## config.mk

```make
export PLATFORM = sky130hd
export DESIGN_NAME = byte_shifter_flat
export DESIGN_NICKNAME = d
export VERILOG_FILES = /design/src/source/eeprom_pkg.sv /design/src/source/bus_event_if.sv /design/src/source/byte_shifter.sv /design/src/flat_wrapper.sv
export SDC_FILE = /design/constraint.sdc
export NUM_CORES = 1
export LEC_CHECK = 0
export BUFFER_PORTS_ARGS = -buffer_cell sky130_fd_sc_hd__buf_4
export CAP_MARGIN = 0
export CORE_MARGIN = 2
export CORE_UTILIZATION = 30
export DETAILED_ROUTE_END_ITERATION = 6
export SYNTH_ARGS = -nofsm -noshare
export SYNTH_HDL_FRONTEND = slang
export SYNTH_SLANG_ARGS = --single-unit
```

## constraint.sdc

```tcl
create_clock -name sda -period 1.6 [get_ports sda]
set_clock_uncertainty 0.1 [all_clocks]
set_input_delay 0.32 -clock sda [delete_from_list [all_inputs] [get_ports sda]]
set_output_delay 0.32 -clock sda [all_outputs]
set_load 0.1 [all_outputs]
```

## src/source/eeprom_pkg.sv

```systemverilog
package eeprom_pkg;

    // storage size of the 24C16-style array
    localparam int MEM_DEPTH = 2048;

    // one stored byte
    typedef logic [7:0] data_t;

    // word address byte sent after a write control byte
    typedef logic [7:0] word_addr_t;

    // block select bits taken from the control byte
    typedef logic [2:0] page_t;

    // page bits sit above the word address
    typedef logic [$clog2(MEM_DEPTH)-1:0] mem_addr_t;

endpackage

```

## src/source/bus_event_if.sv

```systemverilog
// synchronized line events, each pulse lasts one sda cycle
interface bus_event_if;

    logic start;
    logic stop;
    logic scl_rise;
    logic scl_fall;
    logic sio_level;    // synchronized data level

    modport src
    (
        output start, stop, scl_rise, scl_fall, sio_level
    );

    modport dst
    (
        input start, stop, scl_rise, scl_fall, sio_level
    );

endinterface

```

## src/source/byte_shifter.sv

```systemverilog
module byte_shifter (
    input  logic              sda,
    input  logic              rst,
    bus_event_if.dst          ev,
    input  logic              load,
    input  eeprom_pkg::data_t load_data,
    output eeprom_pkg::data_t rx_byte,
    output logic              tx_bit
);

    eeprom_pkg::data_t rx_q;
    eeprom_pkg::data_t tx_q;

    assign rx_byte = rx_q;
    assign tx_bit  = tx_q[7];   // msb first

    // sample on the rising clock, data is stable there
    always_ff @(posedge sda)
    begin
        if (ev.scl_rise)
        begin
            rx_q <= {rx_q[6:0], ev.sio_level};
        end
    end

    // shift on the falling clock so the bit holds through the high phase
    always_ff @(posedge sda)
    begin
        if (rst)
        begin
            tx_q <= '0;
        end
        else if (load)
        begin
            tx_q <= load_data;
        end
        else if (ev.scl_fall)
        begin
            tx_q <= {tx_q[6:0], 1'b0};
        end
    end

endmodule

```

## src/flat_wrapper.sv

```systemverilog
// flat-port wrapper written by rule: the top's interface ports become plain ports
module byte_shifter_flat 
  (sda, rst, load, load_data, rx_byte, tx_bit, ev_start, ev_stop, ev_scl_rise, ev_scl_fall, ev_sio_level);
  bus_event_if ev_i ();
  input  logic sda;
  input  logic rst;
  input  logic load;
  input  eeprom_pkg::data_t load_data;
  output eeprom_pkg::data_t rx_byte;
  output logic tx_bit;
  input wire logic [$bits(ev_i.start)-1:0] ev_start;
  input wire logic [$bits(ev_i.stop)-1:0] ev_stop;
  input wire logic [$bits(ev_i.scl_rise)-1:0] ev_scl_rise;
  input wire logic [$bits(ev_i.scl_fall)-1:0] ev_scl_fall;
  input wire logic [$bits(ev_i.sio_level)-1:0] ev_sio_level;
  assign ev_i.start = ev_start;
  assign ev_i.stop = ev_stop;
  assign ev_i.scl_rise = ev_scl_rise;
  assign ev_i.scl_fall = ev_scl_fall;
  assign ev_i.sio_level = ev_sio_level;
  byte_shifter u_core (.sda(sda), .rst(rst), .ev(ev_i), .load(load), .load_data(load_data), .rx_byte(rx_byte), .tx_bit(tx_bit));
endmodule
```

=== Word level (Yosys, flattened, before mapping) ===
Index checks and enable logic that the tools add are counted.
Widths: inputs -> output; s select.

* Reductions and logical operators: 1
* Mux-type cells: 2

{| class="wikitable"
|+ Operators by type and width
! cell !! number
|-
| $mux 8 || 2
|-
| $reduce_bool 2->1 || 1
|}

* Logic and storage cells: 5
* Input bits: 16
* Output and inout port bits: 9
* Bits in registers: 16

=== Logic depth before layout (Yosys ltp) ===
* Depth in word-level cells: 2
* Depth in mapped cells: 3

=== Least setup slack after synthesis ===
OpenSTA, ideal clock, no wires.

* Kind: reg2reg
* From: register u_core.tx_q[7] (netlist name)
* To: register u_core.tx_q[7]
* Arrival: 1.306 ns
* Slack: 0.108 ns
* Cell stages (with the launch flop): 3
* Cells stage by stage: dfxtp_1 > mux2i_1 > a211oi_1

{| class="wikitable"
|+ RTL lines
! element !! line !! source
|-
| end signal, assigned || byte_shifter.sv:35 || <nowiki>tx_q <= load_data;</nowiki>
|-
| end signal, assigned || byte_shifter.sv:39 || <nowiki>tx_q <= {tx_q[6:0], 1'b0};</nowiki>
|-
| end, declared || byte_shifter.sv:12 || <nowiki>eeprom_pkg::data_t tx_q;</nowiki>
|}

=== Worst setup path after layout ===
* From: register u_core.rx_q[1], in the netlist u_core.rx_byte[1]
* To: output port rx_byte[1]

{| class="wikitable"
|+ RTL lines
! element !! line !! source
|-
| start, declared || byte_shifter.sv:11 || <nowiki>eeprom_pkg::data_t rx_q;</nowiki>
|-
| start signal, assigned || byte_shifter.sv:22 || <nowiki>rx_q <= {rx_q[6:0], ev.sio_level};</nowiki>
|-
| end, declared || flat_wrapper.sv:9 || <nowiki>output eeprom_pkg::data_t rx_byte;</nowiki>
|}

No word-level cell between the ends.

==> metrics.csv <==
metric,value,unit
drv_cap,0,
clkTransAtPathRegs,0.09,ns
io_buffer_count,22,
vias_per_cell,4.31,
core-area,1940,µm²
hold_buffers,0,
finalHoldViolations,0,
final_antenna_net_count,0,
synth.avg_cell_area,14.2,µm²
final_nets,84,
ys_seq_area_share,65.7,%
start_kind,register,
cts_tree,yes,
setup_viol,0,
cp-end-kind,output pin,
slowest_delay,0.37,ns
maxSlewHeadroom,81.4,%
wl_per_cell,11.3,µm
finalNonFillerCells,94,
clkSinkCount,16,
worstMarginPinSlew,0.281,ns
synth.top_cell.area_share,39.4,%
synth-seq-cells,16,
synth_area_leaders,"edfxtp_1, dfxtp_1, mux2i_1, a211oi_1, nor2b_1",
dp_cells,90,
cp_max_fo,2,
wirelength,1.06,mm
critPathBufInv,1,
cts-root-buf,clkbuf_4,
synth.top_cells.by_count,"dfxtp_1, edfxtp_1, a211oi_1, mux2i_1, nor2b_1",
die_h,49.1,µm
synth-simple-area-share,9.24,%
fin_area,813,µm²
min_path_type,input port to register,
critical_path.top_delay_family,flip-flops,
netlist_instances,43,
antenna_cells,0,
ys_async_sr_fraction,0,%
outcome,"complete, no violations",
start_util,31.4,%
peakVddDrop,0.000533,V
cp.arrival,0.95,ns
drtIter0Drc,4,
insertion_delay,0.28,ns
yosys_warnings,0,
leakage,0.339,nW
required,1.18,ns
rrSetupSlack,0.62,ns
post_dp_cell_area,787,µm²
synth_top_family_by_area,multiplexers,
postCtsSetupBuffers,0,
drt_first_pass_iters,2,
vias,405,
synth_flop_cell,edfxtp_1,
slew_viol_final,0,
place.gp.congestion,0.639,
chipWidth,49.1,µm
synth_compound_area_share,9.45,%
cts_resized,0,
syn_area,609,µm²
rsz0062_at_grt,no,
cts_buffers,3,
synth_cell_types,11,
fin_tns_setup,0,ns
yosys.area.top_type,edfxtp_1,
cts.path.max_buffers,2,
drc,0,
synthAdderAreaFrac,0,%
dp_hpwl,744,µm
grt-ovfl-total,0,
slowest_stage,edfxtp_1,
drive_above_1_share,37.3,%
antenna_found_initial,0,
area_delta_synth_final,33.5,%
max_clock_freq,733,MHz
grt_max_degree,11,
die_area,2410,µm²
grt_pass1_wl,1.77,mm
cts_max_level,1,
io_pins,25,
finalCritPeriodShare,85.3,%
path_class,register to output pin,
post-route-util,41.9,%
path_cells,buf_4,
muxShareOfSynthArea,11.5,%
nFillCells,196,
fp-row-count,16,
power_density,1080,nW/µm²
synth_xor_area_share,0,%
grt_pass1_vias,385,
synth_nets,59,
finalCriticalPeriod,1.37,ns
grtUsageTotal,10.0,%
synth_enable_flop_cells,8,
## per-layer routing
metal  GRT usage, %  vias up  share of wire (%)
li1               -      205                  -
met2           11.7       15                 41
met1           14.1      183                 50
met3           3.68        2                7.4
met4           8.57        0                2.0
met5              0        -                  0
## final cells by class
| class | count | area [µm²] | area share [%] |
|---|---|---|---|
| clock buffers | 3 | 22.5 | 2.77 |
| well taps | 27 | 33.8 | 4.15 |
| clock inverters | 1 | 3.75 | 0.462 |
| flip-flops and latches | 16 | 400 | 49.2 |
| inverters | 1 | 3.75 | 0.462 |
| multi-input cells | 24 | 184 | 22.6 |
| repair buffers | 22 | 165 | 20.3 |
## path summary, 6_finish.rpt
path	depth (start not counted)	startpoint	endpoint
worst max register to register	2	u_core.tx_q[0]	u_core.tx_q[0]
worst min register to register	0	u_core.rx_byte[2]	u_core.rx_byte[3]
worst min-delay path	1	ev_sio_level	u_core.rx_byte[0]
worst max-delay path	1	u_core.rx_byte[1]	rx_byte[1]
## per-stage QoR
step	hold slack (ns)	power [mW]	setup slack [ns]
global placement	0.333	0.671	0.458
detailed placement	0.339	0.673	0.458
CTS	0.101	0.888	0.217
global route	0.0906	0.916	0.191
finish	0.114	0.876	0.235
floorplan	0.319	0.619	0.108
## kinds of logic after synthesis
kind of cell	Yosys count
DFF	16
and+or+nand+nor	9
AOI/OAI and AO/OA	8
muxes	7
buffers and inverters	3
## where the power goes
group          switching [mW]  total [mW]  leakage [nW]  internal, mW
Combinational           0.135       0.191         0.178        0.0564
Sequential             0.0126       0.471         0.145         0.459
Clock                   0.123       0.213        0.0154        0.0904
Total                   0.271       0.876         0.339         0.605
## registers in the layout, summed over array words and instances, names as in the netlist
register,flops
u_core.tx_q,8
u_core.rx_byte,8
## cell usage in the layout (no fill, tap or decap)
cell	netlist	layout
clkinv_1	0	1
a21oi_1	1	1
a211oi_1	7	7
nand2_1	1	1
edfxtp_1	8	8
buf_4	0	22
mux2i_1	7	7
or3b_1	1	1
dfxtp_1	8	8
nor2b_1	7	7
inv_1	1	1
clkbuf_4	0	3
Note: power is estimated with default switching activity, not from simulation.
