--- src/source/bus_pkg.sv ---
package bus_pkg;

    // bit position inside a nine clock frame
    typedef logic [3:0] bit_count_t;

    localparam logic [3:0] DEVICE_CODE = 4'b1010;

    // count value once eight data bits are in, ACK clock comes next
    localparam bit_count_t ACK_BIT = 4'd8;

    typedef enum logic [2:0]
    {
        IDLE,
        CTRL,       // receiving control byte
        ADDR,       // receiving word address
        WDATA,      // receiving write data
        RDATA,      // sending read data
        ACK_OUT,    // slave pulls the ACK bit low
        ACK_IN,     // master ACK or NACK after a read byte
        IGNORE      // not addressed, wait for start or stop
    } ctrl_state_t;

endpackage

--- src/source/bus_event_if.sv ---
// synchronized line events, each pulse lasts one sda cycle
interface bus_event_if;

    logic start;
    logic stop;
    logic scl_rise;
    logic scl_fall;
    logic sio_level;    // synchronized data level

    modport src
    (
        output start, stop, scl_rise, scl_fall, sio_level
    );

    modport dst
    (
        input start, stop, scl_rise, scl_fall, sio_level
    );

endinterface

--- src/source/bit_counter.sv ---
module bit_counter (
    input  logic                sda,
    input  logic                rst,
    bus_event_if.dst            ev,
    input  logic                clear,
    output bus_pkg::bit_count_t bit_count,
    output logic                byte_done
);

    bus_pkg::bit_count_t count;

    assign bit_count = count;
    assign byte_done = (count == bus_pkg::ACK_BIT);

    always_ff @(posedge sda)
    begin
        if (rst || clear || ev.start)
        begin
            count <= '0;
        end
        else if (ev.scl_rise)
        begin
            // ninth rise closes the frame
            if (count == bus_pkg::ACK_BIT)
            begin
                count <= '0;
            end
            else
            begin
                count <= count + 1'b1;
            end
        end
    end

endmodule

--- src/flat_wrapper.sv ---
// flat-port wrapper written by rule: the top's interface ports become plain ports
module bit_counter_flat 
  (sda, rst, clear, bit_count, byte_done, ev_start, ev_stop, ev_scl_rise, ev_scl_fall, ev_sio_level);
  bus_event_if ev_i ();
  input  logic sda;
  input  logic rst;
  input  logic clear;
  output bus_pkg::bit_count_t bit_count;
  output logic byte_done;
  input wire logic [$bits(ev_i.start)-1:0] ev_start;
  input wire logic [$bits(ev_i.stop)-1:0] ev_stop;
  input wire logic [$bits(ev_i.scl_rise)-1:0] ev_scl_rise;
  input wire logic [$bits(ev_i.scl_fall)-1:0] ev_scl_fall;
  input wire logic [$bits(ev_i.sio_level)-1:0] ev_sio_level;
  assign ev_i.start = ev_start;
  assign ev_i.stop = ev_stop;
  assign ev_i.scl_rise = ev_scl_rise;
  assign ev_i.scl_fall = ev_scl_fall;
  assign ev_i.sio_level = ev_sio_level;
  bit_counter u_core (.sda(sda), .rst(rst), .ev(ev_i), .clear(clear), .bit_count(bit_count), .byte_done(byte_done));
endmodule
--- config.mk ---
export PLATFORM = sky130hd
export DESIGN_NAME = bit_counter_flat
export DESIGN_NICKNAME = d
export VERILOG_FILES = /design/src/source/bus_pkg.sv /design/src/source/bus_event_if.sv /design/src/source/bit_counter.sv /design/src/flat_wrapper.sv
export SDC_FILE = /design/constraint.sdc
export NUM_CORES = 1
export LEC_CHECK = 0
export CAP_MARGIN = 0
export CELL_PAD_IN_SITES_DETAIL_PLACEMENT = 0
export CELL_PAD_IN_SITES_GLOBAL_PLACEMENT = 1
export CORE_AREA = 4 4 41 43
export CTS_BUF_LIST = sky130_fd_sc_hd__clkbuf_4 sky130_fd_sc_hd__clkbuf_8
export DETAILED_ROUTE_END_ITERATION = 8
export DIE_AREA = 0 0 45 47
export DONT_BUFFER_PORTS = 1
export PLACE_DENSITY = 0.35
export RECOVER_POWER = 50
export SLEW_MARGIN = 20
export SYNTH_ARGS = -nofsm -noshare
export SYNTH_HDL_FRONTEND = slang
export SYNTH_SLANG_ARGS = --single-unit
--- constraint.sdc ---
create_clock -name sda -period 2.66 [get_ports sda]
set_input_delay 0.665 -clock sda [delete_from_list [all_inputs] [get_ports sda]]
set_output_delay 0.665 -clock sda [all_outputs]
set_load 0.02 [all_outputs]
Word level (Yosys, flattened, before mapping)
Cells that the tools add are included.
{"block": "totals", "register_bits": 4, "in_bits": 8, "wordCells": 6}
{"block": "op_classes", "n_addsub": 1, "eq_ne": 1, "mux": 1, "reduce_logical": 2}
{"op": "4-bit by 1-bit adder with 4-bit output, second input constant", "count": 1}
{"op": "4-bit equality test, second input constant", "count": 1}
{"op": "4-bit 2-to-1 mux", "count": 1}
{"op": "1-bit logical OR", "count": 2}

Depth between registers and ports, before layout
{"block": "depth", "depth_word": 2, "depth_mapped": 5, "mapped_depth_nobuf": 5}

Worst setup path before layout
No wires, ideal clock.
{"block": "synth_timing", "path_type": "register to output", "start": "register u_core.count[0] (netlist: u_core.bit_count[0])", "end": "output byte_done", "arrival_ns": 0.994, "path_slack_ns": 1.001, "stages_incl_launch_ff": 4, "cell_sequence": "dfxtp_1 inv_1 ha_1 and3b_1"}
{"block": "synth_between", "elab_chain_len": 1}
{"element": "from (decl)", "line_no": "bit_counter.sv:10", "source": "bus_pkg::bit_count_t count;"}
{"element": "from (signal assigned)", "line_no": "bit_counter.sv:30", "source": "count <= count + 1'b1;"}
{"element": "4-bit equality test", "line_no": "bit_counter.sv:13", "source": "assign byte_done = (count == bus_pkg::ACK_BIT);"}
{"element": "to (decl)", "line_no": "flat_wrapper.sv:9", "source": "output logic byte_done;"}
No other way between the ends.

Final worst setup path
Ends and elaborated chain as after synthesis.

==> results.cfg <==
[outcome]
outcome = finished, final reports clean

[worst_setup_path]
arrival_ns = 1.35
ff2ff_path_depth = 5
worstPathMaxFanout = 7
worstPathCellList = inv_1 -> ha_1 -> and3b_1
crit_required_ns = 2.00
cp-end-kind = output pin
slowest_stage = dfxtp_1
max_stage_delay_ns = 0.55
worstSetupPathType = flop to output pin
start_kind = flop

[clock_tree]
clock-root-buffer = clkbuf_4
clkTransAtPathRegs_ns = 0.04
clkSinkCount = 4
cts-resized-gates = 0
cts_tree = done
cts_buffers = 3
cts_setup_buffers = 0
clk_path_buf_depth = 2
clock_latency_ns = 0.23
cts-htree-levels = 1
hold_buffers = 0

[sta]
rsz0062_at_grt = no
fin_crit_ns = 2.01
fin_skew_ns = 0.000214
fmax_ghz = 0.497
worstMarginPinSlew_ns = 0.388
setup_viol = 0
period_share_pct = 75.6
max_slew_margin_pct = 74.1
hold_viol = 0
tns_ns = 0
maxSlewViolCount = 0

[detailed_routing]
drc = 0
antenna_left = 0
first_pass_iters = 2
wl_per_cell_um = 11.8
drtIter0Drc = 1
vias_per_cell = 4.39
num_vias = 193
finalWirelength_um = 517

[layout]
multi_input_area_um2 = 138
nFillCells = 158
area_growth_pct = 18.3
finish.utilization_pct = 20.5
seqCellArea_um2 = 80.1
diodes = 0
nets = 41
stdcell_count = 44
drive_gt1_share_pct = 17.2
largest_reg_flops = 4

[floorplanning]
io_pins = 13
fp.dieArea_um2 = 2120
coreArea_um2 = 1300
start_util_pct = 17.3
rows = 13
die_w_um = 45
die-height_um = 47

[yosys]
yosys_warnings = 0
syn_area_um2 = 225
syn_nets = 36
avgSynthCellArea_um2 = 8.66
synthCells = 26
seq_area_frac_synth_pct = 35.6
ys_top_cells_by_area = dfxtp_1 (36%), ha_1 (11%), o21ai_0 (6.7%)
yosysTopAreaCellShare_pct = 35.6
ys_types = 16
synth_top_area_cell = dfxtp_1
ys_ff_latch = 4

[grt]
grt_pass1_wl_um = 834
grt_max_degree = 8
antenna_found_initial = 0
grt-ovfl-total = 0
grt.total_usage_pct = 6.24
grt_pass1_vias = 197

[pwr]
fin_total_pwr_uw = 141
p_leak_uw = 0.0000987
vdd_drop_max_uv = 183
powerDensity_nw_per_um2 = 528

[flow_run]
maxCapViolCount = 0

[hold_path]
hold_class = primary input to flop
hold-path-cell-count = 2

[placement]
place_inst = 41
hpwl_um = 406
gp_congestion = 0.664
port_buffers = 0
[routing by layer]
| metal | share of wire (%) | track usage, % | up-vias |
|---|---|---|---|
| li1 | - | - | 97 |
| met3 | 19 | 7.66 | 0 |
| met1 | 40 | 6.14 | 86 |
| met2 | 41 | 7.34 | 10 |
| met4 | 0 | 3.51 | 0 |
| met5 | 0 | 0 | - |
[cell type report]
type	instances	area share (%)
Inverter	2	2.82
Tap cell	15	7.04
Multi-Input combinational cell	20	51.6
Clock buffer	3	8.45
Sequential cell	4	30.0
[cells by family after synthesis]
logic type                 Yosys count  share of synthesized area [%]
and+or+nand+nor                     11                           29.4
AOI/OAI and AO/OA                    6                           16.1
DFF                                  4                           35.6
buffers and inverters                2                           3.33
adders and majority gates            2                           11.1
muxes                                1                           4.44
[stage by stage]
step,instance area [µm²],setup WS (ns),hold WS [ns]
5_1_grt,267,0.566,0.609
6_report,267,0.650,0.595
3_3_place_gp,244,0.882,0.581
3_5_place_dp,244,0.876,0.594
4_1_cts,267,0.617,0.588
2_1_floorplan,225,1.00,0.554
[synth_stat cells]
| master | instances |
|---|---|
| a21oi_1 | 1 |
| nor2b_1 | 1 |
| or3_2 | 1 |
| a21oi_2 | 1 |
| and3b_1 | 1 |
| and4b_1 | 1 |
| dfxtp_1 | 4 |
| or3_1 | 1 |
| nor2_1 | 1 |
| mux2i_1 | 1 |
| inv_1 | 2 |
| nand2b_1 | 2 |
| o21ai_0 | 3 |
| ha_1 | 2 |
| a21boi_0 | 1 |
| nand2_1 | 3 |
[cells in the final DEF, fill, tap and decap left out]
cell      count
a21boi_0      1
a21oi_1       1
a21oi_2       1
and3b_1       1
and4b_1       1
clkbuf_4      3
dfxtp_1       4
ha_1          2
inv_1         2
mux2i_1       1
nand2_1       3
nand2b_1      2
nor2_1        1
nor2b_1       1
o21ai_0       3
or3_1         1
or3_2         1
[power by group]
group	leakage (µW)	switching, µW	internal, µW
combinational	0.0000526	2.13	2.61
sequential	0.0000323	1.51	60.8
clock	0.0000138	23.2	50.4
[path summary, 6_finish.rpt]
kind / start / end / slack [ns]
setup reg to reg: u_core.bit_count[0]$_SDFFE_PP0P_ / u_core.bit_count[2]$_SDFFE_PP0P_ / 0.98
hold / removal: ev_scl_rise / u_core.bit_count[1]$_SDFFE_PP0P_ / 0.60
hold reg to reg: u_core.bit_count[3]$_SDFFE_PP0P_ / u_core.bit_count[3]$_SDFFE_PP0P_ / 0.60
setup / recovery: u_core.bit_count[0]$_SDFFE_PP0P_ / byte_done / 0.65
[worst max-delay path, delay by kind of cell, from the launching register on]
| family | cells | cell delay (ns) |
|---|---|---|
| flip-flops | 1 | 0.55 |
| AND/OR/NAND/NOR | 1 | 0.26 |
| adder cells (fa/ha/maj) | 1 | 0.22 |
| buffers and inverters | 1 | 0.08 |
(Power assumes the default switching activity.)
