<file path="src/source/bus_event_if.sv">
// synchronized line events, each pulse lasts one sda cycle
interface bus_event_if;

    logic start;
    logic stop;
    logic scl_rise;
    logic scl_fall;
    logic sio_level;    // synchronized data level

    modport src
    (
        output start, stop, scl_rise, scl_fall, sio_level
    );

    modport dst
    (
        input start, stop, scl_rise, scl_fall, sio_level
    );

endinterface

</file>
<file path="src/source/line_sampler.sv">
module line_sampler #(
    parameter int SYNC_STAGES = 2
) (
    input  logic     sda,
    input  logic     rst,
    input  logic     scl,
    input  logic     sio,
    bus_event_if.src ev
);

    logic [SYNC_STAGES-1:0] scl_sync;
    logic [SYNC_STAGES-1:0] sio_sync;
    logic                   scl_prev;
    logic                   sio_prev;
    logic                   scl_now;
    logic                   sio_now;

    assign scl_now      = scl_sync[SYNC_STAGES-1];
    assign sio_now      = sio_sync[SYNC_STAGES-1];
    assign ev.sio_level = sio_prev;    // lines up with the event pulses

    always_ff @(posedge sda)
    begin
        if (rst)
        begin
            scl_sync    <= '1;          // idle bus reads high
            sio_sync    <= '1;
            scl_prev    <= 1'b1;
            sio_prev    <= 1'b1;
            ev.scl_rise <= 1'b0;
            ev.scl_fall <= 1'b0;
            ev.start    <= 1'b0;
            ev.stop     <= 1'b0;
        end
        else
        begin
            scl_sync    <= {scl_sync[SYNC_STAGES-2:0], scl};
            sio_sync    <= {sio_sync[SYNC_STAGES-2:0], sio};
            scl_prev    <= scl_now;
            sio_prev    <= sio_now;
            ev.scl_rise <= scl_now && !scl_prev;
            ev.scl_fall <= !scl_now && scl_prev;
            // data moving while the clock stays high
            ev.start    <= scl_now && scl_prev && sio_prev && !sio_now;
            ev.stop     <= scl_now && scl_prev && !sio_prev && sio_now;
        end
    end

    // the raw clock was high as many cycles back as the sync chain delays it
    start_stop_excl: assert property (@(posedge sda) disable iff (rst)
        (ev.start || ev.stop) |-> !(ev.start && ev.stop) && $past(scl, SYNC_STAGES + 1));

endmodule

</file>
<file path="src/flat_wrapper.sv">
// flat-port wrapper written by rule: the top's interface ports become plain ports
module line_sampler_flat 
#(
    parameter int SYNC_STAGES = 2
)
  (sda, rst, scl, sio, ev_start, ev_stop, ev_scl_rise, ev_scl_fall, ev_sio_level);
  bus_event_if ev_i ();
  input  logic sda;
  input  logic rst;
  input  logic scl;
  input  logic sio;
  output wire logic [$bits(ev_i.start)-1:0] ev_start;
  output wire logic [$bits(ev_i.stop)-1:0] ev_stop;
  output wire logic [$bits(ev_i.scl_rise)-1:0] ev_scl_rise;
  output wire logic [$bits(ev_i.scl_fall)-1:0] ev_scl_fall;
  output wire logic [$bits(ev_i.sio_level)-1:0] ev_sio_level;
  assign ev_start = ev_i.start;
  assign ev_stop = ev_i.stop;
  assign ev_scl_rise = ev_i.scl_rise;
  assign ev_scl_fall = ev_i.scl_fall;
  assign ev_sio_level = ev_i.sio_level;
  line_sampler #(.SYNC_STAGES(SYNC_STAGES)) u_core (.sda(sda), .rst(rst), .scl(scl), .sio(sio), .ev(ev_i));
endmodule
</file>
<file path="config.mk">
export PLATFORM = sky130hd
export DESIGN_NAME = line_sampler_flat
export DESIGN_NICKNAME = d
export VERILOG_FILES = /design/src/source/bus_event_if.sv /design/src/source/line_sampler.sv /design/src/flat_wrapper.sv
export SDC_FILE = /design/constraint.sdc
export NUM_CORES = 1
export LEC_CHECK = 0
export BUFFER_PORTS_ARGS = -buffer_cell sky130_fd_sc_hd__buf_4
export CAP_MARGIN = 20
export CORE_AREA = 2 2 39 41
export CTS_BUF_LIST = sky130_fd_sc_hd__clkbuf_8 sky130_fd_sc_hd__clkbuf_16
export CTS_CLUSTER_SIZE = 20
export DETAILED_ROUTE_END_ITERATION = 10
export DIE_AREA = 0 0 41 43
export RECOVER_POWER = 25
export SYNTH_ARGS = -nofsm -noshare
export SYNTH_HDL_FRONTEND = slang
export SYNTH_SLANG_ARGS = --single-unit
export TNS_END_PERCENT = 5
</file>
<file path="constraint.sdc">
create_clock -name sda -period 1.8 [get_ports sda]
set_input_delay 0.36 -clock sda [delete_from_list [all_inputs] [get_ports sda]]
set_output_delay 0.36 -clock sda [all_outputs]
set_load 0.05 [all_outputs]
</file>
### Word level (Yosys, flattened, before mapping)

Cells that the tools add are included.

| storage, ports and cells | value |
|---|---|
| bits of input ports | 4 |
| bits in registers | 10 |
| logic and storage cells | 19 |
| output and inout port bits | 5 |

| cells by class | value |
|---|---|
| reductions and logical operators | 11 |

Operators by type and width:

| kind | count |
|---|---|
| logical AND 1 bit | 7 |
| logical NOT 1 bit | 4 |

### Longest topological paths before layout

| depth | value |
|---|---|
| depth after elaboration | 3 |
| mapped depth | 2 |
| gate-level depth less buffers | 2 |

### Worst setup path before layout

OpenSTA, ideal clock, no wires.

| path | value |
|---|---|
| path type | register -> output |
| start point | reg u_core.sio_prev (netlist: u_core.ev.sio_level) |
| end point | out ev_sio_level |
| stages on the path, launching flop included | 1 |
| path buffers | 0 |
| setup slack | 0.815 ns |
| data required time | 1.440 ns |
| arrival time | 0.625 ns |
| cells stage by stage | dfxtp_1 |

RTL lines:

| item | line | text |
|---|---|---|
| start: declaration | line_sampler.sv:14 | `logic sio_prev;` |
| start signal: assignment | line_sampler.sv:40 | `sio_prev <= sio_now;` |
| end: declaration | flat_wrapper.sv:16 | `output wire logic [$bits(ev_i.sio_level)-1:0] ev_sio_level;` |

No word-level cell between the ends.

### Final worst setup path

| path | value |
|---|---|
| start point | reg u_core.sio_prev (netlist: u_core.ev.sio_level) |
| end point | out ev_sio_level |

No word-level cell between the ends.

==> flow_summary.toml <==
[status]
status = "finished clean"

[clock_network]
postCtsHoldBufs = 0
tritoncts_sinks = 10
clock_insertion_delay_worst_skew_ps = 230
cts_buffer_depth = 2
ctsResizeCount = 0
clock_tree_from_tritoncts = "yes"
post-cts-setup-buffers = 0
clk_pin_slew_ps = 50
clock_tree.htree_level_count = 1
cts_inserted_buffers = 3
clock-root-buffer = "clkbuf_8"

[floorplan]
die_w_um = 41
initial_core_util_pct = 21.5
coreArea_um2 = 1380
design.die.area_um2 = 1760
num_io_pins = 9
chipHeight_um = 43
fp-row-count = 14

[cells_and_area]
fin_cells = 49
final-seq-area_um2 = 200
layout_commonest_cell = "dfxtp_1"
final_net_count = 38
diodes = 0
drive_above_1_share_pct = 51.5
syn_to_final_growth_pct = 44.1
filler_cell_count = 150
commonest_cells_after_routing_fill_and_taps_aside = "dfxtp_1, buf_4, clkbuf_8"
multiInputGateArea_um2 = 97.6

[grt]
grt_antenna_before_repair = 0
grt_start_max_net_pins = 10
grt_usage_pct = 6.34
grt_first_pass_wirelength_um = 662
grt_pass1_vias = 196
grt-ovfl-total = 0

[logic_synthesis]
avgSynthCellArea_um2 = 14.2
yosys-top-cells-area = "dfxtp_1, nor3b_2, nand3b_4"
postSynthCellCount = 21
synth.yosys.seq_area_share_pct = 67.2
mappedNetlistArea_um2 = 298
postSynthNetCount = 25
synth.distinct_cells = 6
yosys_warnings = 0
cell_taking_the_most_area_after_synthesis = "dfxtp_1"
yosys_register_bits = 10
yosys.area.top_type_share_pct = 67.2

[min_path]
holdCritPathClass = "in2reg"
worst_hold_startpoint = "sio"
worst_hold_path.num_cells = 2
min_to = "u_core.sio_sync[0]"

[place]
dp_hpwl_um = 301
place_ws_ps = 888
place.port_buffers = 8
gp_routability_congestion = 0.611
place.detailed.instances = 45

[power]
power_report.internal_total_uw = 434
seq_power_share_pct = 43.8
power.share.switching_pct = 18.5
comb_power_share_pct = 5.2
power_density_nw_per_um2 = 1240
irDropWorstVdd_uv = 340
post-layout-total-power_uw = 533
power.clock.fraction_pct = 51.0
p_sw_uw = 98.6
power.static_leakage_nw = 0.179

[worst_setup_path]
max_stage_delay_ps = 350
setup.worst_path.end_class = "output port"
crit_path_start_kind = "flop"
critPathMaxFanout = 3
critical_path_arrival_ps = 790
r2r_end = "u_core.scl_prev"
worstSetupPathType = "reg2out"
timing.critical_path.buf_inv = 1
r2r-start = "u_core.scl_sync[1]"
crit_chain = "buf_4"
worstPathRequired_ps = 1440
path_delay_family = "flip-flops"
r2r.worst_path.cells = 1
ff2ff_setup_slack_ps = 1050
slowest_stage = "dfxtp_1"

[timing]
max_freq_mhz = 869
worst_pin_slew_ps = 289
skew_ps = 0.467
final_critical_path_setup_slack_ps = 650
finalCriticalPeriod_ps = 1150
grt_setup_unrepaired = "no"
period_share_pct = 63.9
count_of_pins_over_their_slew_limit = 0
report.final.setup_viol = 0
finalHoldWorstSlack_ps = 307
max_slew_headroom_pct = 80.7
summed_negative_setup_slack_over_all_endpoints_ps = 0
hold_fails_final_rpt = 0

[drt]
route.detailed.wl_per_inst_um = 8.20
drtPass1Iterations = 2
via_count = 179
detailedRoute.firstIterationViolations = 1
drt_drc_violations_left = 0
route.antenna.remaining_nets = 0
detail_route.wirelength_um = 402
per_cell_via_count_in_the_routed_design = 3.65

[run]
drv_cap = 0
## Yosys cell counts (all sizes together)
cell type and instances:
nand3b 1, nor3b 4, dfxtp 10, or2 6
## registers in the layout (all words and copies together) (netlist names)
register / cells
u_core.ev.start: 1
u_core.ev.stop: 1
u_core.scl_sync: 2
u_core.ev.sio_level: 1
u_core.ev.scl_rise: 1
u_core.sio_sync: 2
u_core.ev.scl_fall: 1
u_core.scl_prev: 1
## cell type report
cell class	instances	area share [%]
clock buffer	4	12.8
timing repair buffer	8	13.1
sequential	10	46.6
tap	16	4.66
multi-input combinational	11	22.7
## cell families after synthesis
family	synth area share, %
AND/OR/NAND/NOR	32.8
flip-flops	67.2
## layer usage
metal | share of wire, % | GRT usage (%)
met5 | 0 | 0
met4 | 0 | 10.0
met3 | 13 | 3.14
met2 | 43 | 9.06
met1 | 44 | 4.22
## worst max path at each step
stage                         from              end  slack (ps)  cells past startpoint
2_1_floorplan  u_core.ev.sio_level     ev_sio_level         810                      0
3_3_place_gp                   rst  u_core.ev.start         880                      3
3_5_place_dp   u_core.ev.sio_level     ev_sio_level         890                      1
4_1_cts        u_core.ev.sio_level     ev_sio_level         630                      1
5_1_grt        u_core.ev.sio_level     ev_sio_level         610                      1
6_report       u_core.ev.sio_level     ev_sio_level         650                      1
## power groups by stage
stage,logic (mW),registers [mW],clock network [mW]
after floorplan,0.00923,0.245,0
after global placement,0.0289,0.237,0
after detailed placement,0.0293,0.237,0
after CTS,0.0293,0.233,0.283
after global routing,0.0298,0.234,0.294
final,0.0277,0.233,0.272
## stage by stage
stage / instance area, um^2 / utilization, %
5_1_grt: 429 / 31.0
3_5_place_dp: 378 / 27.3
3_3_place_gp: 378 / 27.3
6_report: 429 / 31.0
2_1_floorplan: 298 / -
4_1_cts: 433 / 31.3
No activity file was read; power rests on OpenSTA's default activity.
