### src/source/bus_pkg.sv
package bus_pkg;

    // bit position inside a nine clock frame
    typedef logic [3:0] bit_count_t;

    localparam logic [3:0] DEVICE_CODE = 4'b1010;

    // count value once eight data bits are in, ACK clock comes next
    localparam bit_count_t ACK_BIT = 4'd8;

    typedef enum logic [2:0]
    {
        IDLE,
        CTRL,       // receiving control byte
        ADDR,       // receiving word address
        WDATA,      // receiving write data
        RDATA,      // sending read data
        ACK_OUT,    // slave pulls the ACK bit low
        ACK_IN,     // master ACK or NACK after a read byte
        IGNORE      // not addressed, wait for start or stop
    } ctrl_state_t;

endpackage

### src/source/eeprom_pkg.sv
package eeprom_pkg;

    // storage size of the 24C16-style array
    localparam int MEM_DEPTH = 2048;

    // one stored byte
    typedef logic [7:0] data_t;

    // word address byte sent after a write control byte
    typedef logic [7:0] word_addr_t;

    // block select bits taken from the control byte
    typedef logic [2:0] page_t;

    // page bits sit above the word address
    typedef logic [$clog2(MEM_DEPTH)-1:0] mem_addr_t;

endpackage

### src/source/bus_event_if.sv
// synchronized line events, each pulse lasts one sda cycle
interface bus_event_if;

    logic start;
    logic stop;
    logic scl_rise;
    logic scl_fall;
    logic sio_level;    // synchronized data level

    modport src
    (
        output start, stop, scl_rise, scl_fall, sio_level
    );

    modport dst
    (
        input start, stop, scl_rise, scl_fall, sio_level
    );

endinterface

### src/source/mem_port_if.sv
// four-phase req/ack port into the memory array
interface mem_port_if;

    logic                  req;
    logic                  write;
    eeprom_pkg::mem_addr_t addr;
    eeprom_pkg::data_t     wdata;
    logic                  ack;
    eeprom_pkg::data_t     rdata;   // valid while ack is high

    modport master
    (
        output req, write, addr, wdata,
        input  ack, rdata
    );

    modport slave
    (
        input  req, write, addr, wdata,
        output ack, rdata
    );

endinterface

### src/source/eeprom_fsm.sv
module eeprom_fsm (
    input  logic                sda,
    input  logic                rst,
    bus_event_if.dst            ev,
    input  bus_pkg::bit_count_t bit_count,
    input  logic                byte_done,
    input  eeprom_pkg::data_t   rx_byte,
    input  logic                tx_bit,
    output logic                count_clear,
    output logic                load,
    mem_port_if.master          mem,
    output logic                sio_drive
);

    bus_pkg::ctrl_state_t   state;
    bus_pkg::ctrl_state_t   ack_from;   // byte that the pending ACK answers
    eeprom_pkg::mem_addr_t  ptr;
    eeprom_pkg::page_t      page;
    eeprom_pkg::word_addr_t word_addr;
    logic                   read_op;
    logic                   loaded;
    logic                   master_nack;
    logic                   byte_end;
    logic                   frame_end;
    logic                   fetch_start;
    logic                   store_start;

    assign word_addr = rx_byte;
    assign byte_end  = ev.scl_fall && byte_done;             // eighth data bit done
    assign frame_end = ev.scl_fall && (bit_count == '0);     // ACK clock done

    // fetch after the control byte ACK or after a master ACK
    assign fetch_start = frame_end &&
                         (((state == bus_pkg::ACK_OUT) && (ack_from == bus_pkg::CTRL) && read_op) ||
                          ((state == bus_pkg::ACK_IN) && !master_nack));
    assign store_start = (state == bus_pkg::WDATA) && byte_end;

    assign load        = mem.req && mem.ack && !mem.write;
    assign count_clear = (state == bus_pkg::IGNORE) && (ev.start || ev.stop);
    assign sio_drive   = (state == bus_pkg::ACK_OUT) ||
                         ((state == bus_pkg::RDATA) && loaded && !tx_bit);

    always_ff @(posedge sda)
    begin
        if (rst)
        begin
            state       <= bus_pkg::IDLE;
            ack_from    <= bus_pkg::IDLE;
            read_op     <= 1'b0;
            loaded      <= 1'b0;
            master_nack <= 1'b0;
            ptr         <= '0;
            mem.req     <= 1'b0;
        end
        else
        begin
            if (mem.req && mem.ack)
            begin
                mem.req <= 1'b0;
            end
            if (load)
            begin
                loaded <= 1'b1;
            end
            // pointer moves past each byte as its access starts
            if (fetch_start || store_start)
            begin
                mem.req <= 1'b1;
                ptr     <= ptr + 1'b1;
                loaded  <= 1'b0;
            end

            if (ev.stop)
            begin
                state <= bus_pkg::IDLE;
            end
            else if (ev.start)
            begin
                state <= bus_pkg::CTRL;    // also covers repeated start
            end
            else
            begin
                case (state)
                    bus_pkg::CTRL:
                    begin
                        if (byte_end)
                        begin
                            if (rx_byte[7:4] == bus_pkg::DEVICE_CODE)
                            begin
                                state    <= bus_pkg::ACK_OUT;
                                ack_from <= bus_pkg::CTRL;
                                read_op  <= rx_byte[0];
                            end
                            else
                            begin
                                state <= bus_pkg::IGNORE;
                            end
                        end
                    end
                    bus_pkg::ADDR:
                    begin
                        if (byte_end)
                        begin
                            state    <= bus_pkg::ACK_OUT;
                            ack_from <= bus_pkg::ADDR;
                            ptr      <= {page, word_addr};
                        end
                    end
                    bus_pkg::WDATA:
                    begin
                        if (byte_end)
                        begin
                            state    <= bus_pkg::ACK_OUT;
                            ack_from <= bus_pkg::WDATA;
                        end
                    end
                    bus_pkg::ACK_OUT:
                    begin
                        if (fetch_start)
                            state <= bus_pkg::RDATA;
                        else if (frame_end && (ack_from == bus_pkg::CTRL))
                            state <= bus_pkg::ADDR;
                        else if (frame_end)
                            state <= bus_pkg::WDATA;
                    end
                    bus_pkg::RDATA:
                    begin
                        if (byte_end)
                        begin
                            state <= bus_pkg::ACK_IN;
                        end
                    end
                    bus_pkg::ACK_IN:
                    begin
                        if (ev.scl_rise)
                            master_nack <= ev.sio_level;
                        if (fetch_start)
                            state <= bus_pkg::RDATA;
                        else if (frame_end)
                            state <= bus_pkg::IDLE;    // NACK ends the read
                    end
                    default:
                    begin
                        // idle and ignore only leave on start or stop
                    end
                endcase
            end
        end
    end

    // access payload captured as the request starts
    always_ff @(posedge sda)
    begin
        if ((state == bus_pkg::CTRL) && byte_end)
            page <= rx_byte[3:1];     // used by the word address only
        if (fetch_start || store_start)
        begin
            mem.write <= store_start;
            mem.addr  <= ptr;
            mem.wdata <= rx_byte;
        end
    end

    // req and its payload hold until the array answers
    req_held_for_ack: assert property (@(posedge sda) disable iff (rst)
        mem.req && !mem.ack |=> mem.req && $stable(mem.addr) && $stable(mem.write) &&
                                $stable(mem.wdata));

endmodule

### src/flat_wrapper.sv
// flat-port wrapper written by rule: the top's interface ports become plain ports
module eeprom_fsm_flat 
  (sda, rst, bit_count, byte_done, rx_byte, tx_bit, count_clear, load, sio_drive, ev_start, ev_stop, ev_scl_rise, ev_scl_fall, ev_sio_level, mem_req, mem_write, mem_addr, mem_wdata, mem_ack, mem_rdata);
  bus_event_if ev_i ();
  mem_port_if mem_i ();
  input  logic sda;
  input  logic rst;
  input  bus_pkg::bit_count_t bit_count;
  input  logic byte_done;
  input  eeprom_pkg::data_t rx_byte;
  input  logic tx_bit;
  output logic count_clear;
  output logic load;
  output logic sio_drive;
  input wire logic [$bits(ev_i.start)-1:0] ev_start;
  input wire logic [$bits(ev_i.stop)-1:0] ev_stop;
  input wire logic [$bits(ev_i.scl_rise)-1:0] ev_scl_rise;
  input wire logic [$bits(ev_i.scl_fall)-1:0] ev_scl_fall;
  input wire logic [$bits(ev_i.sio_level)-1:0] ev_sio_level;
  output wire logic [$bits(mem_i.req)-1:0] mem_req;
  output wire logic [$bits(mem_i.write)-1:0] mem_write;
  output wire logic [$bits(mem_i.addr)-1:0] mem_addr;
  output wire logic [$bits(mem_i.wdata)-1:0] mem_wdata;
  input wire logic [$bits(mem_i.ack)-1:0] mem_ack;
  input wire logic [$bits(mem_i.rdata)-1:0] mem_rdata;
  assign ev_i.start = ev_start;
  assign ev_i.stop = ev_stop;
  assign ev_i.scl_rise = ev_scl_rise;
  assign ev_i.scl_fall = ev_scl_fall;
  assign ev_i.sio_level = ev_sio_level;
  assign mem_req = mem_i.req;
  assign mem_write = mem_i.write;
  assign mem_addr = mem_i.addr;
  assign mem_wdata = mem_i.wdata;
  assign mem_i.ack = mem_ack;
  assign mem_i.rdata = mem_rdata;
  eeprom_fsm u_core (.sda(sda), .rst(rst), .ev(ev_i), .bit_count(bit_count), .byte_done(byte_done), .rx_byte(rx_byte), .tx_bit(tx_bit), .count_clear(count_clear), .load(load), .mem(mem_i), .sio_drive(sio_drive));
endmodule
### config.mk
export PLATFORM = sky130hd
export DESIGN_NAME = eeprom_fsm_flat
export DESIGN_NICKNAME = d
export VERILOG_FILES = /design/src/source/bus_pkg.sv /design/src/source/eeprom_pkg.sv /design/src/source/bus_event_if.sv /design/src/source/mem_port_if.sv /design/src/source/eeprom_fsm.sv /design/src/flat_wrapper.sv
export SDC_FILE = /design/constraint.sdc
export NUM_CORES = 1
export LEC_CHECK = 0
export BUFFER_PORTS_ARGS = -buffer_cell sky130_fd_sc_hd__buf_2
export CAP_MARGIN = 20
export CORE_MARGIN = 3
export CORE_UTILIZATION = 56
export CTS_CLUSTER_SIZE = 25
export DETAILED_ROUTE_END_ITERATION = 6
export PLACE_DENSITY = 0.85
export SYNTH_ARGS = -nofsm -noshare
export SYNTH_HDL_FRONTEND = slang
export SYNTH_SLANG_ARGS = --single-unit
### constraint.sdc
create_clock -name sda -period 4.6 [get_ports sda]
set_clock_uncertainty 0.2 [all_clocks]
set_input_delay 0.46 -clock sda [delete_from_list [all_inputs] [get_ports sda]]
set_output_delay 0.46 -clock sda [all_outputs]
set_load 0.02 [all_outputs]
# After elaboration in Yosys (flattened, before gate mapping)
# Index checks and enable logic that the tools add are counted.
[totals] ff_bits=44 word_cells=95
[op_classes] n_addsub=1 bitwise_logic=2 mux=23 eq_ne=22 n_reduce_logical=35
[op_table] cell="11-bit 2-to-1 mux" count=5
[op_table] cell="3-bit 2-to-1 mux" count=12
[op_table] cell="3-bit one-hot mux with 5 select lines" count=1
[op_table] cell="1-bit logical AND" count=14
[op_table] cell="3-bit == test, second input constant" count=4
[op_table] cell="2-bit by 1-bit inequality test with 1-bit output, second input constant" count=6
[op_table] cell="6-bit AND reduction" count=2
[op_table] cell="11-bit by 1-bit adder with 11-bit output, second input constant" count=1
[op_table] cell="3-bit one-hot mux with 3 select lines" count=1
[op_table] cell="4-bit by 2-bit inequality test with 1-bit output, second input constant" count=2
[op_table] cell="7-bit AND reduction" count=1
[op_table] cell="3-bit by 1-bit == test with 1-bit output, second input constant" count=2
[op_table] cell="3-bit by 2-bit == test with 1-bit output, second input constant" count=2
[op_table] cell="3-bit by 1-bit inequality test with 1-bit output, second input constant" count=2
[op_table] cell="3-bit by 2-bit inequality test with 1-bit output, second input constant" count=2
[op_table] cell="6-bit nonzero test" count=1
[op_table] cell="2-bit OR reduction" count=3
[op_table] cell="5-bit by 3-bit inequality test with 1-bit output, second input constant" count=1
[op_table] cell="5-bit AND reduction" count=1
[op_table] cell="5-bit nonzero test" count=1
[op_table] cell="4-bit == test, second input constant" count=1
[op_table] cell="4-bit zero test" count=1
[op_table] cell="1-bit logical OR" count=4
[op_table] cell="4-bit AND reduction" count=1
[op_table] cell="other kinds (7)" count=12

# Depth between registers and ports, before layout
# Gate-level depths: netlist (run 1).
[logic_depth] word_depth=11 ltp_mapped=7 mapped_depth_nobuf=5

# Worst setup path before layout (run 1)
# OpenSTA, ideal clock, no wires.
[synth_timing] path_type="input to register" from="in bit_count[2]" to="reg u_core.mem.addr[0], enable pin" arrival_time_ns=1.569 setup_slack_ns=2.455 setup_time_ns=0.376 cell_stages=4 required_time_ns=4.024 path_cell_list="nand2b_2 nor4_4 a21oi_4 inv_1"
[synth_via] elab_chain_cells=4
[synth_rtl] item="start, declared" line="flat_wrapper.sv:8" source="input bus_pkg::bit_count_t bit_count;"
[synth_rtl] item="4-bit zero test" line="eeprom_fsm.sv:30" source="assign frame_end = ev.scl_fall && (bit_count == '0);"
[synth_rtl] item="1-bit logical AND" line="eeprom_fsm.sv:30"
[synth_rtl] item="1-bit logical AND" line="eeprom_fsm.sv:33" source="assign fetch_start = frame_end &&"
[synth_rtl] item="1-bit logical OR" line="eeprom_fsm.sv:156" source="if (fetch_start || store_start)"
[synth_rtl] item="end signal, assigned" line="eeprom_fsm.sv:159" source="mem.addr <= ptr;"
[synth_rtl] item="end, declared" line="mem_port_if.sv:13" source="output req, write, addr, wdata,"
# No other way between the ends.
# A chain may end at the register's enable or synchronous reset.

# Final worst setup path (run 1)
[layout_timing] from="reg u_core.state[2]" to="reg u_core.mem.addr[10], enable pin"
[layout_via] elab_chain_cells=6 word_cells_on_any_way=10 cone_classes="3 x eq/ne; 7 x reduce/logical"
[layout_rtl] item="start, declared" line="eeprom_fsm.sv:15" source="bus_pkg::ctrl_state_t state;"
[layout_rtl] item="start signal, assigned" line="eeprom_fsm.sv:47" source="state <= bus_pkg::IDLE;"
[layout_rtl] item="start signal, assigned" line="eeprom_fsm.sv:75" source="state <= bus_pkg::IDLE;"
[layout_rtl] item="start signal, assigned" line="eeprom_fsm.sv:79" source="state <= bus_pkg::CTRL;"
[layout_rtl] item="3-bit == test" line="eeprom_fsm.sv:34" source="(((state == bus_pkg::ACK_OUT) && (ack_from == bus_pkg::CTRL) && read_op) ||"
[layout_rtl] item="1-bit logical AND (2 in a row)" line="eeprom_fsm.sv:34"
[layout_rtl] item="1-bit logical OR" line="eeprom_fsm.sv:34"
[layout_rtl] item="1-bit logical AND" line="eeprom_fsm.sv:33"
[layout_rtl] item="1-bit logical OR (*)" line="eeprom_fsm.sv:156"
# Mark *: on every way between the ends. The rest lies on a longest branch, timed or not.

==> results_dict.tcl, run 1 <==
set metrics [dict create \
    crit_path_start_kind "flip-flop" \
    gp_congestion 0.846 \
    p_switching_mw 0.135 \
    hp-start "ev_stop" \
    cp-end-kind "flip-flop" \
    ys_types 51 \
    clock_latency_ns 0.35 \
    vias 1575 \
    max_slew.worst_pin.slew_ns 0.950 \
    async_flop_share_pct 0 \
    seq_area_frac_synth_pct 54.3 \
    cts_tree "yes" \
    grt-ovfl-total 0 \
    cts_buffer_depth 2 \
    fp.dieArea_sq_mm 0.00435 \
    yosysWarnings 0 \
    outcome "finished clean" \
    dieHeight_um 65.9 \
    fin_crit_ns 2.53 \
    synth_edf_count 23 \
    drt_wl_total_um 4050 \
    ir_drop_uv 161 \
    netlist_instances 183 \
    drtAntennaViolNets 0 \
    r2r-end "u_core.mem.addr[10]$_DFFE_PP_" \
    period_share_pct 55.0 \
    rr_worst_depth 4 \
    n_fill_cell 276 \
    p_leak_nw 0.872 \
    powerDensity_mw_per_mm2 268 \
    ys_ff_latch 43 \
    setup_viol 0 \
    syn_to_final_growth_pct 13.8 \
    rows 21 \
    syn_area_sq_mm 0.00201 \
    initial_core_util_pct 59.3 \
    intPower_mw 0.478 \
    cts_buffers 5 \
    maxSlewHeadroom_pct 36.3 \
    grt_use_total_pct 20.9 \
    finalHoldViolations 0 \
    fp.dieW_um 65.9 \
    io_buffers 45 \
    worstPathMaxFanout 21 \
    dpl.hpwl_um 2900 \
    synth_fp_nets 214 \
    synthFlopType "edfxtp_1" \
    first_pass_iters 4 \
    grt_pass1_vias 1516 \
    grt_pass1_wl_um 6750 \
    min_to "u_core.state[0]$_SDFFE_PP0P_" \
    grt_antenna_before_repair 0 \
    pin_count 54 \
    grt_max_degree 22 \
    power_frac_comb_pct 5.4 \
    synthTopCellsByArea "edfxtp_1 (34%), dfxtp_1 (20%), nand2_1 (3.9%)" \
    fmax_mhz 395 \
    synth_top_area_share_pct 34.3 \
    required_ns 4.38 \
    p_sw_share_pct 22.0 \
    slew_violations 0 \
    final_nets 259 \
    power_mw 0.613 \
    postCtsSetupBuffers 0 \
    wl_per_cell_um 14.7 \
    timing.rr.start "u_core.state[2]$_SDFFE_PP0P_" \
    synth.avg_cell_area_sq_um 11.0 \
    cts_resized 0 \
    critical_path_arrival_ns 2.31 \
    synth_top_cell_by_area "edfxtp_1" \
    drive_gt1_share_pct 27.9 \
    max-cap-violations 0 \
    clock-sinks 43 \
    clkPwrFrac_pct 28.0 \
    core_area_sq_mm 0.00339 \
    viasPerCell 5.73 \
    drc 0 \
    path_class "reg2reg" \
    hold_buffers 0 \
    rsz0062_at_grt "no" \
    hp-class "in2reg" \
    cts_max_level 2 \
    ff2ff_setup_slack_ns 2.07 \
    hold_path_depth 2 \
    clkTransAtPathRegs_ns 0.12 \
    first_iter_violations 97 \
    fin_setup_tns_ns 0 \
    cts-root-buf "clkbuf_4" \
    power_frac_seq_pct 66.6 \
    diodes 0 \
]
[synth_stat cells (all sizes together), types with 2 or more instances]
library cell,n
a31o,2
xor2,2
and3,2
mux2i,6
nand4,6
edfxtp,23
nand2,21
nor4,2
nand2b,4
xnor2,2
nor3b,2
o21ai,4
nor2b,2
or3,2
nand3b,3
inv,4
and2,5
dfxtp,20
a21oi,8
a32oi,4
buf,7
a31oi,4
nor3,7
nand3,7
nor2,16
[worst max-delay path: stages, from the launching register on]
cell,delay [ns]
dfxtp_1,0.57
nand2_1,0.19
o32ai_4,0.43
a21oi_4,0.15
inv_1,0.63
[registers in the layout, indices dropped and copies added, names as in the netlist]
name and count:
u_core.ack_from 2, u_core.loaded 1, u_core.master_nack 1, u_core.mem.addr 11, u_core.mem.req 1, u_core.mem.wdata 8, u_core.mem.write 1, u_core.page 3
u_core.ptr 11, u_core.read_op 1, u_core.state 3
[layer usage]
layer	wire, um	global-route usage (%)	vias to the layer above
met1	1790	26.9	731
met2	1930	31.3	67
met5	0	0	-
met4	31	12.2	0
met3	309	5.95	2
li1	-	-	775
[cell usage in the layout (no fill, tap or decap), types with 5 or more instances in the layout]
cell       n
nor3_1     7
clkbuf_4   5
nor2_1    15
buf_2     45
nand2_1   21
nand4_1    6
nand3_1    7
edfxtp_1  23
dfxtp_1   20
mux2i_1    6
a21oi_1    7
[metrics by stage]
stage | cell area, sq um | worst slack [ns] | std cells | util [%] | hold WS [ns]
floorplan | 2010 | 2.45 | 183 | - | 0.227
global placement | 2240 | 2.07 | 267 | 66.0 | 0.235
detailed placement | 2240 | 1.96 | 267 | 66.0 | 0.244
CTS | 2290 | 2.06 | 275 | 67.5 | 0.0774
global route | 2290 | 1.94 | 275 | 67.5 | 0.0829
finish | 2290 | 2.07 | 275 | 67.5 | 0.102
[area by class of cell]
| cell class | instances | area (sq um) | share of cell area [%] |
|---|---|---|---|
| Clock buffer | 7 | 45.0 | 1.97 |
| Inverter | 4 | 15.0 | 0.656 |
| Multi-Input combinational cell | 129 | 850 | 37.1 |
| Tap cell | 46 | 57.6 | 2.52 |
| Timing Repair Buffer | 45 | 225 | 9.84 |
| Clock inverter | 1 | 5.00 | 0.219 |
| Sequential cell | 43 | 1090 | 47.7 |
[worst max-delay path by stage]
| stage | start | endpoint | cells past startpoint |
|---|---|---|---|
| after floorplan | bit_count[2] | u_core.mem.addr[0]$_DFFE_PP_ | 4 |
| after global placement | bit_count[2] | u_core.mem.wdata[2]$_DFFE_PP_ | 5 |
| after detailed placement | bit_count[2] | u_core.mem.addr[10]$_DFFE_PP_ | 5 |
| after CTS | u_core.state[2]$_SDFFE_PP0P_ | u_core.mem.addr[5]$_DFFE_PP_ | 4 |
| after global routing | u_core.state[2]$_SDFFE_PP0P_ | u_core.mem.addr[10]$_DFFE_PP_ | 4 |
| final | u_core.state[2]$_SDFFE_PP0P_ | u_core.mem.addr[10]$_DFFE_PP_ | 4 |
[power by group through the flow]
| stage | Clock, mW | Sequential (mW) | Combinational, mW |
|---|---|---|---|
| 3_3_place_gp | 0 | 0.417 | 0.0322 |
| 3_5_place_dp | 0 | 0.417 | 0.0329 |
| 6_report | 0.171 | 0.408 | 0.0333 |
| 2_1_floorplan | 0 | 0.415 | 0.0185 |
| 4_1_cts | 0.178 | 0.408 | 0.0330 |
| 5_1_grt | 0.194 | 0.409 | 0.0371 |
[kinds of logic (layout without fill, tap and decap cells)]
logic type | after synthesis | count (layout) | share of synthesized area [%]
multiplexers | 7 | 7 | 3.55
AND/OR/NAND/NOR | 84 | 84 | 23.2
buffers and inverters | 11 | 57 | 3.48
adder cells (fa/ha/maj) | 1 | 1 | 0.622
AO/OA/AOI/OAI | 33 | 33 | 13.1
flip-flops | 43 | 43 | 54.3
XOR/XNOR | 4 | 4 | 1.74
(Power assumes the default switching activity.)
==> run 2: changes to the inputs <==
--- a/config.mk
+++ b/config.mk
@@ -5,13 +5,14 @@
 export SDC_FILE = /design/constraint.sdc
 export NUM_CORES = 1
 export LEC_CHECK = 0
+export ABC_AREA = 1
 export BUFFER_PORTS_ARGS = -buffer_cell sky130_fd_sc_hd__buf_2
 export CAP_MARGIN = 20
 export CORE_MARGIN = 3
-export CORE_UTILIZATION = 56
+export CORE_UTILIZATION = 48
 export CTS_CLUSTER_SIZE = 25
 export DETAILED_ROUTE_END_ITERATION = 6
-export PLACE_DENSITY = 0.85
+export PLACE_DENSITY = 0.77
 export SYNTH_ARGS = -nofsm -noshare
 export SYNTH_HDL_FRONTEND = slang
 export SYNTH_SLANG_ARGS = --single-unit
==> constraint.sdc (replaced) <==
create_clock -name sda -period 2.3 [get_ports sda]
set_clock_uncertainty 0.2 [all_clocks]
set_input_delay 0.23 -clock sda [delete_from_list [all_inputs] [get_ports sda]]
set_output_delay 0.23 -clock sda [all_outputs]
set_load 0.02 [all_outputs]
==> results_dict.tcl, run 2 <==
set metrics [dict create \
    path_cells "inv_2, nand3_2, inv_2, nand2_2, nand2_2, nand2_4, nand2_4, buf_12, nand2_1, nand3_1, nand2_1, inv_1" \
    netlist_instances 262 \
    grt_pass1_vias 1806 \
    crit_path_start_kind "flip-flop" \
    cts_buffer_depth 2 \
    grt-ovfl-total 0 \
    synth_compound_area_share_pct 6.00 \
    place_area_sq_mm 0.00251 \
    critical_path_arrival_ns 1.87 \
    synthTopCellsByArea "edfxtp_1 (31%), dfxtp_1 (18%), nand2_1 (9.0%)" \
    cp-end-kind "flip-flop" \
    setup_ws_ns 0.418 \
    dpl.hpwl_um 3040 \
    synthFlopType "edfxtp_1" \
    synth_edf_count 23 \
    layout_common_cells "nand2_1 (53), buf_2 (45), inv_1 (40)" \
    synthXorXnorAreaFrac_pct 2.77 \
    required_ns 2.29 \
    path_class "reg2reg" \
    rows 24 \
    clkTransAtPathRegs_ns 0.07 \
    setup_viol 0 \
    synth_top_cell_by_area "edfxtp_1" \
    cts-root-buf "clkbuf_8" \
    reg_top3 "u_core.mem.addr: 11 flops, u_core.ptr: 11 flops, u_core.mem.wdata: 8 flops" \
    hp-class "in2reg" \
    gp_congestion 0.929 \
    initial_core_util_pct 50.1 \
    finalHoldViolations 0 \
    period_share_pct 81.8 \
    ys_types 27 \
    first_iter_violations 129 \
    use_met1_pct 19.9 \
    grt.busiest_layer "met2" \
    synth_top_cells_by_count "nand2_1 (53), inv_1 (40), nand3_1 (25)" \
    core_area_sq_mm 0.00441 \
    syn_to_final_growth_pct 22.8 \
    fin_setup_tns_ns 0 \
    grt_max_degree 24 \
    max_slew.worst_pin.slew_ns 0.506 \
    synth_top_area_share_pct 31.2 \
    first_pass_iters 4 \
    cts_resized 0 \
    yosys.area_share.adder_pct 0.566 \
    cts_tree "yes" \
    cts_buffers 5 \
    finish.instance_area_sq_mm 0.00271 \
    maxSlewHeadroom_pct 66.2 \
    yosysMostFrequentCell "nand2_1" \
    clock-sinks 43 \
    synth_fp_nets 293 \
    grt_pass1_wl_um 7420 \
    yosys.area_share.simple_pct 31.0 \
    use_met3_pct 3.42 \
    async_flop_share_pct 0 \
    io_buffers 45 \
    synth_top_family_by_area "simple AND/OR/NAND/NOR gates" \
    seq_area_frac_synth_pct 49.3 \
    synth.avg_cell_area_sq_um 8.44 \
    dieHeight_um 73.9 \
    p_leak_nw 1.40 \
    use_met2_pct 30.9 \
    yosysWarnings 0 \
    ys_ff_latch 43 \
    synth.area.mux_share_pct 0 \
    dp_slack_ns 0.434 \
    grt_antenna_before_repair 0 \
    ir_drop_uv 263 \
    syn_area_sq_mm 0.00221 \
    fp.dieW_um 73.9 \
    critPathTopFamily "simple AND/OR/NAND/NOR gates" \
    pin_count 54 \
    final_nets 354 \
    drc 0 \
    critPathMaxStageDelay_ns 0.44 \
    drive_gt1_share_pct 26.9 \
    drt_wl_total_um 4200 \
    final_common_cell "nand2_1" \
    clock_latency_ns 0.29 \
    wl_per_cell_um 11.2 \
    grt_use_total_pct 17.3 \
    fp.dieArea_sq_mm 0.00546 \
    vias 1836 \
    slew_violations 0 \
    postCtsSetupBuffers 0 \
    drtAntennaViolNets 0 \
    max-cap-violations 0 \
    crit_path_top_delay_cell "dfxtp_1" \
    fin_crit_ns 1.88 \
    cts_max_level 2 \
    outcome "finished clean" \
    path_buf_inv 4 \
    fmax_mhz 531 \
    powerDensity_mw_per_mm2 539 \
    diodes 0 \
    worstPathMaxFanout 15 \
    whs_ns 0.0248 \
    viasPerCell 4.88 \
    rsz0062_at_grt "no" \
]
run 2: changes by cell type after synthesis, moves of 6 or more:
cell / before / now
nand2_1: 21 / 53
nand3_1: 7 / 25
nor2_1: 15 / 24
nand2_2: 0 / 9
nand3_2: 0 / 10
mux2i_1: 6 / 0
inv_1: 4 / 40
o21ai_0: 4 / 16
run 2: kinds of logic after synthesis:
group,after synthesis
AND/OR/NAND/NOR,134
buffers and inverters,51
adder cells (fa/ha/maj),1
XOR/XNOR,7
flip-flops,43
AO/OA/AOI/OAI,26
run 2: worst min-delay path, delay by kind of cell:
kind	cells	cell delay, ns
AO/OA/AOI/OAI	2	0.17
buffers and inverters	1	0.07
run 2: final timing paths:
kind	slack, ns	cells after the start	end	startpoint
hold reg to reg	0.25	2	u_core.ack_from[0]$_SDFFE_PP0P_	u_core.ack_from[0]$_SDFFE_PP0P_
setup reg to reg	0.42	12	u_core.ptr[0]$_SDFF_PP0_	u_core.state[1]$_SDFFE_PP0P_
setup / recovery	0.42	12	u_core.ptr[0]$_SDFF_PP0_	u_core.state[1]$_SDFFE_PP0P_
hold / removal	0.02	3	u_core.master_nack$_SDFFE_PP0P_	ev_sio_level
run 2: timing repair:
action	4_1_cts	5_1_grt
endpoints found under the hold margin	12	0
hold buffers	10	0
setup endpoints to repair	0	0
run 2: area by class of cell:
cell class,instances,area [sq um]
inverters,44,165
well taps,52,65.1
clock inverters,1,30.0
clock buffers,7,76.3
repair buffers,61,395
multi-input cells,168,891
flip-flops and latches,43,1090
fillers,384,1700
run 2: power breakdown:
group	switching, mW	internal [mW]	total (mW)
combinational	0.0474	0.0407	0.0881
clock	0.238	0.325	0.563
sequential	0.00392	0.807	0.811
total	0.289	1.17	1.46
run 2: per-stage QoR:
| step | util [%] | total power [mW] | instances |
|---|---|---|---|
| 2_1_floorplan | - | 0.870 | 262 |
| 3_3_place_gp | 56.8 | 0.902 | 358 |
| 3_5_place_dp | 56.8 | 0.903 | 358 |
| 4_1_cts | 61.5 | 1.48 | 376 |
| 5_1_grt | 61.5 | 1.52 | 376 |
| 6_report | 61.5 | 1.46 | 376 |
run 2: layer usage:
layer	wire length, um	vias up
met5	0	-
met4	82	0
met3	182	9
met2	2100	44
met1	1830	823
li1	-	960
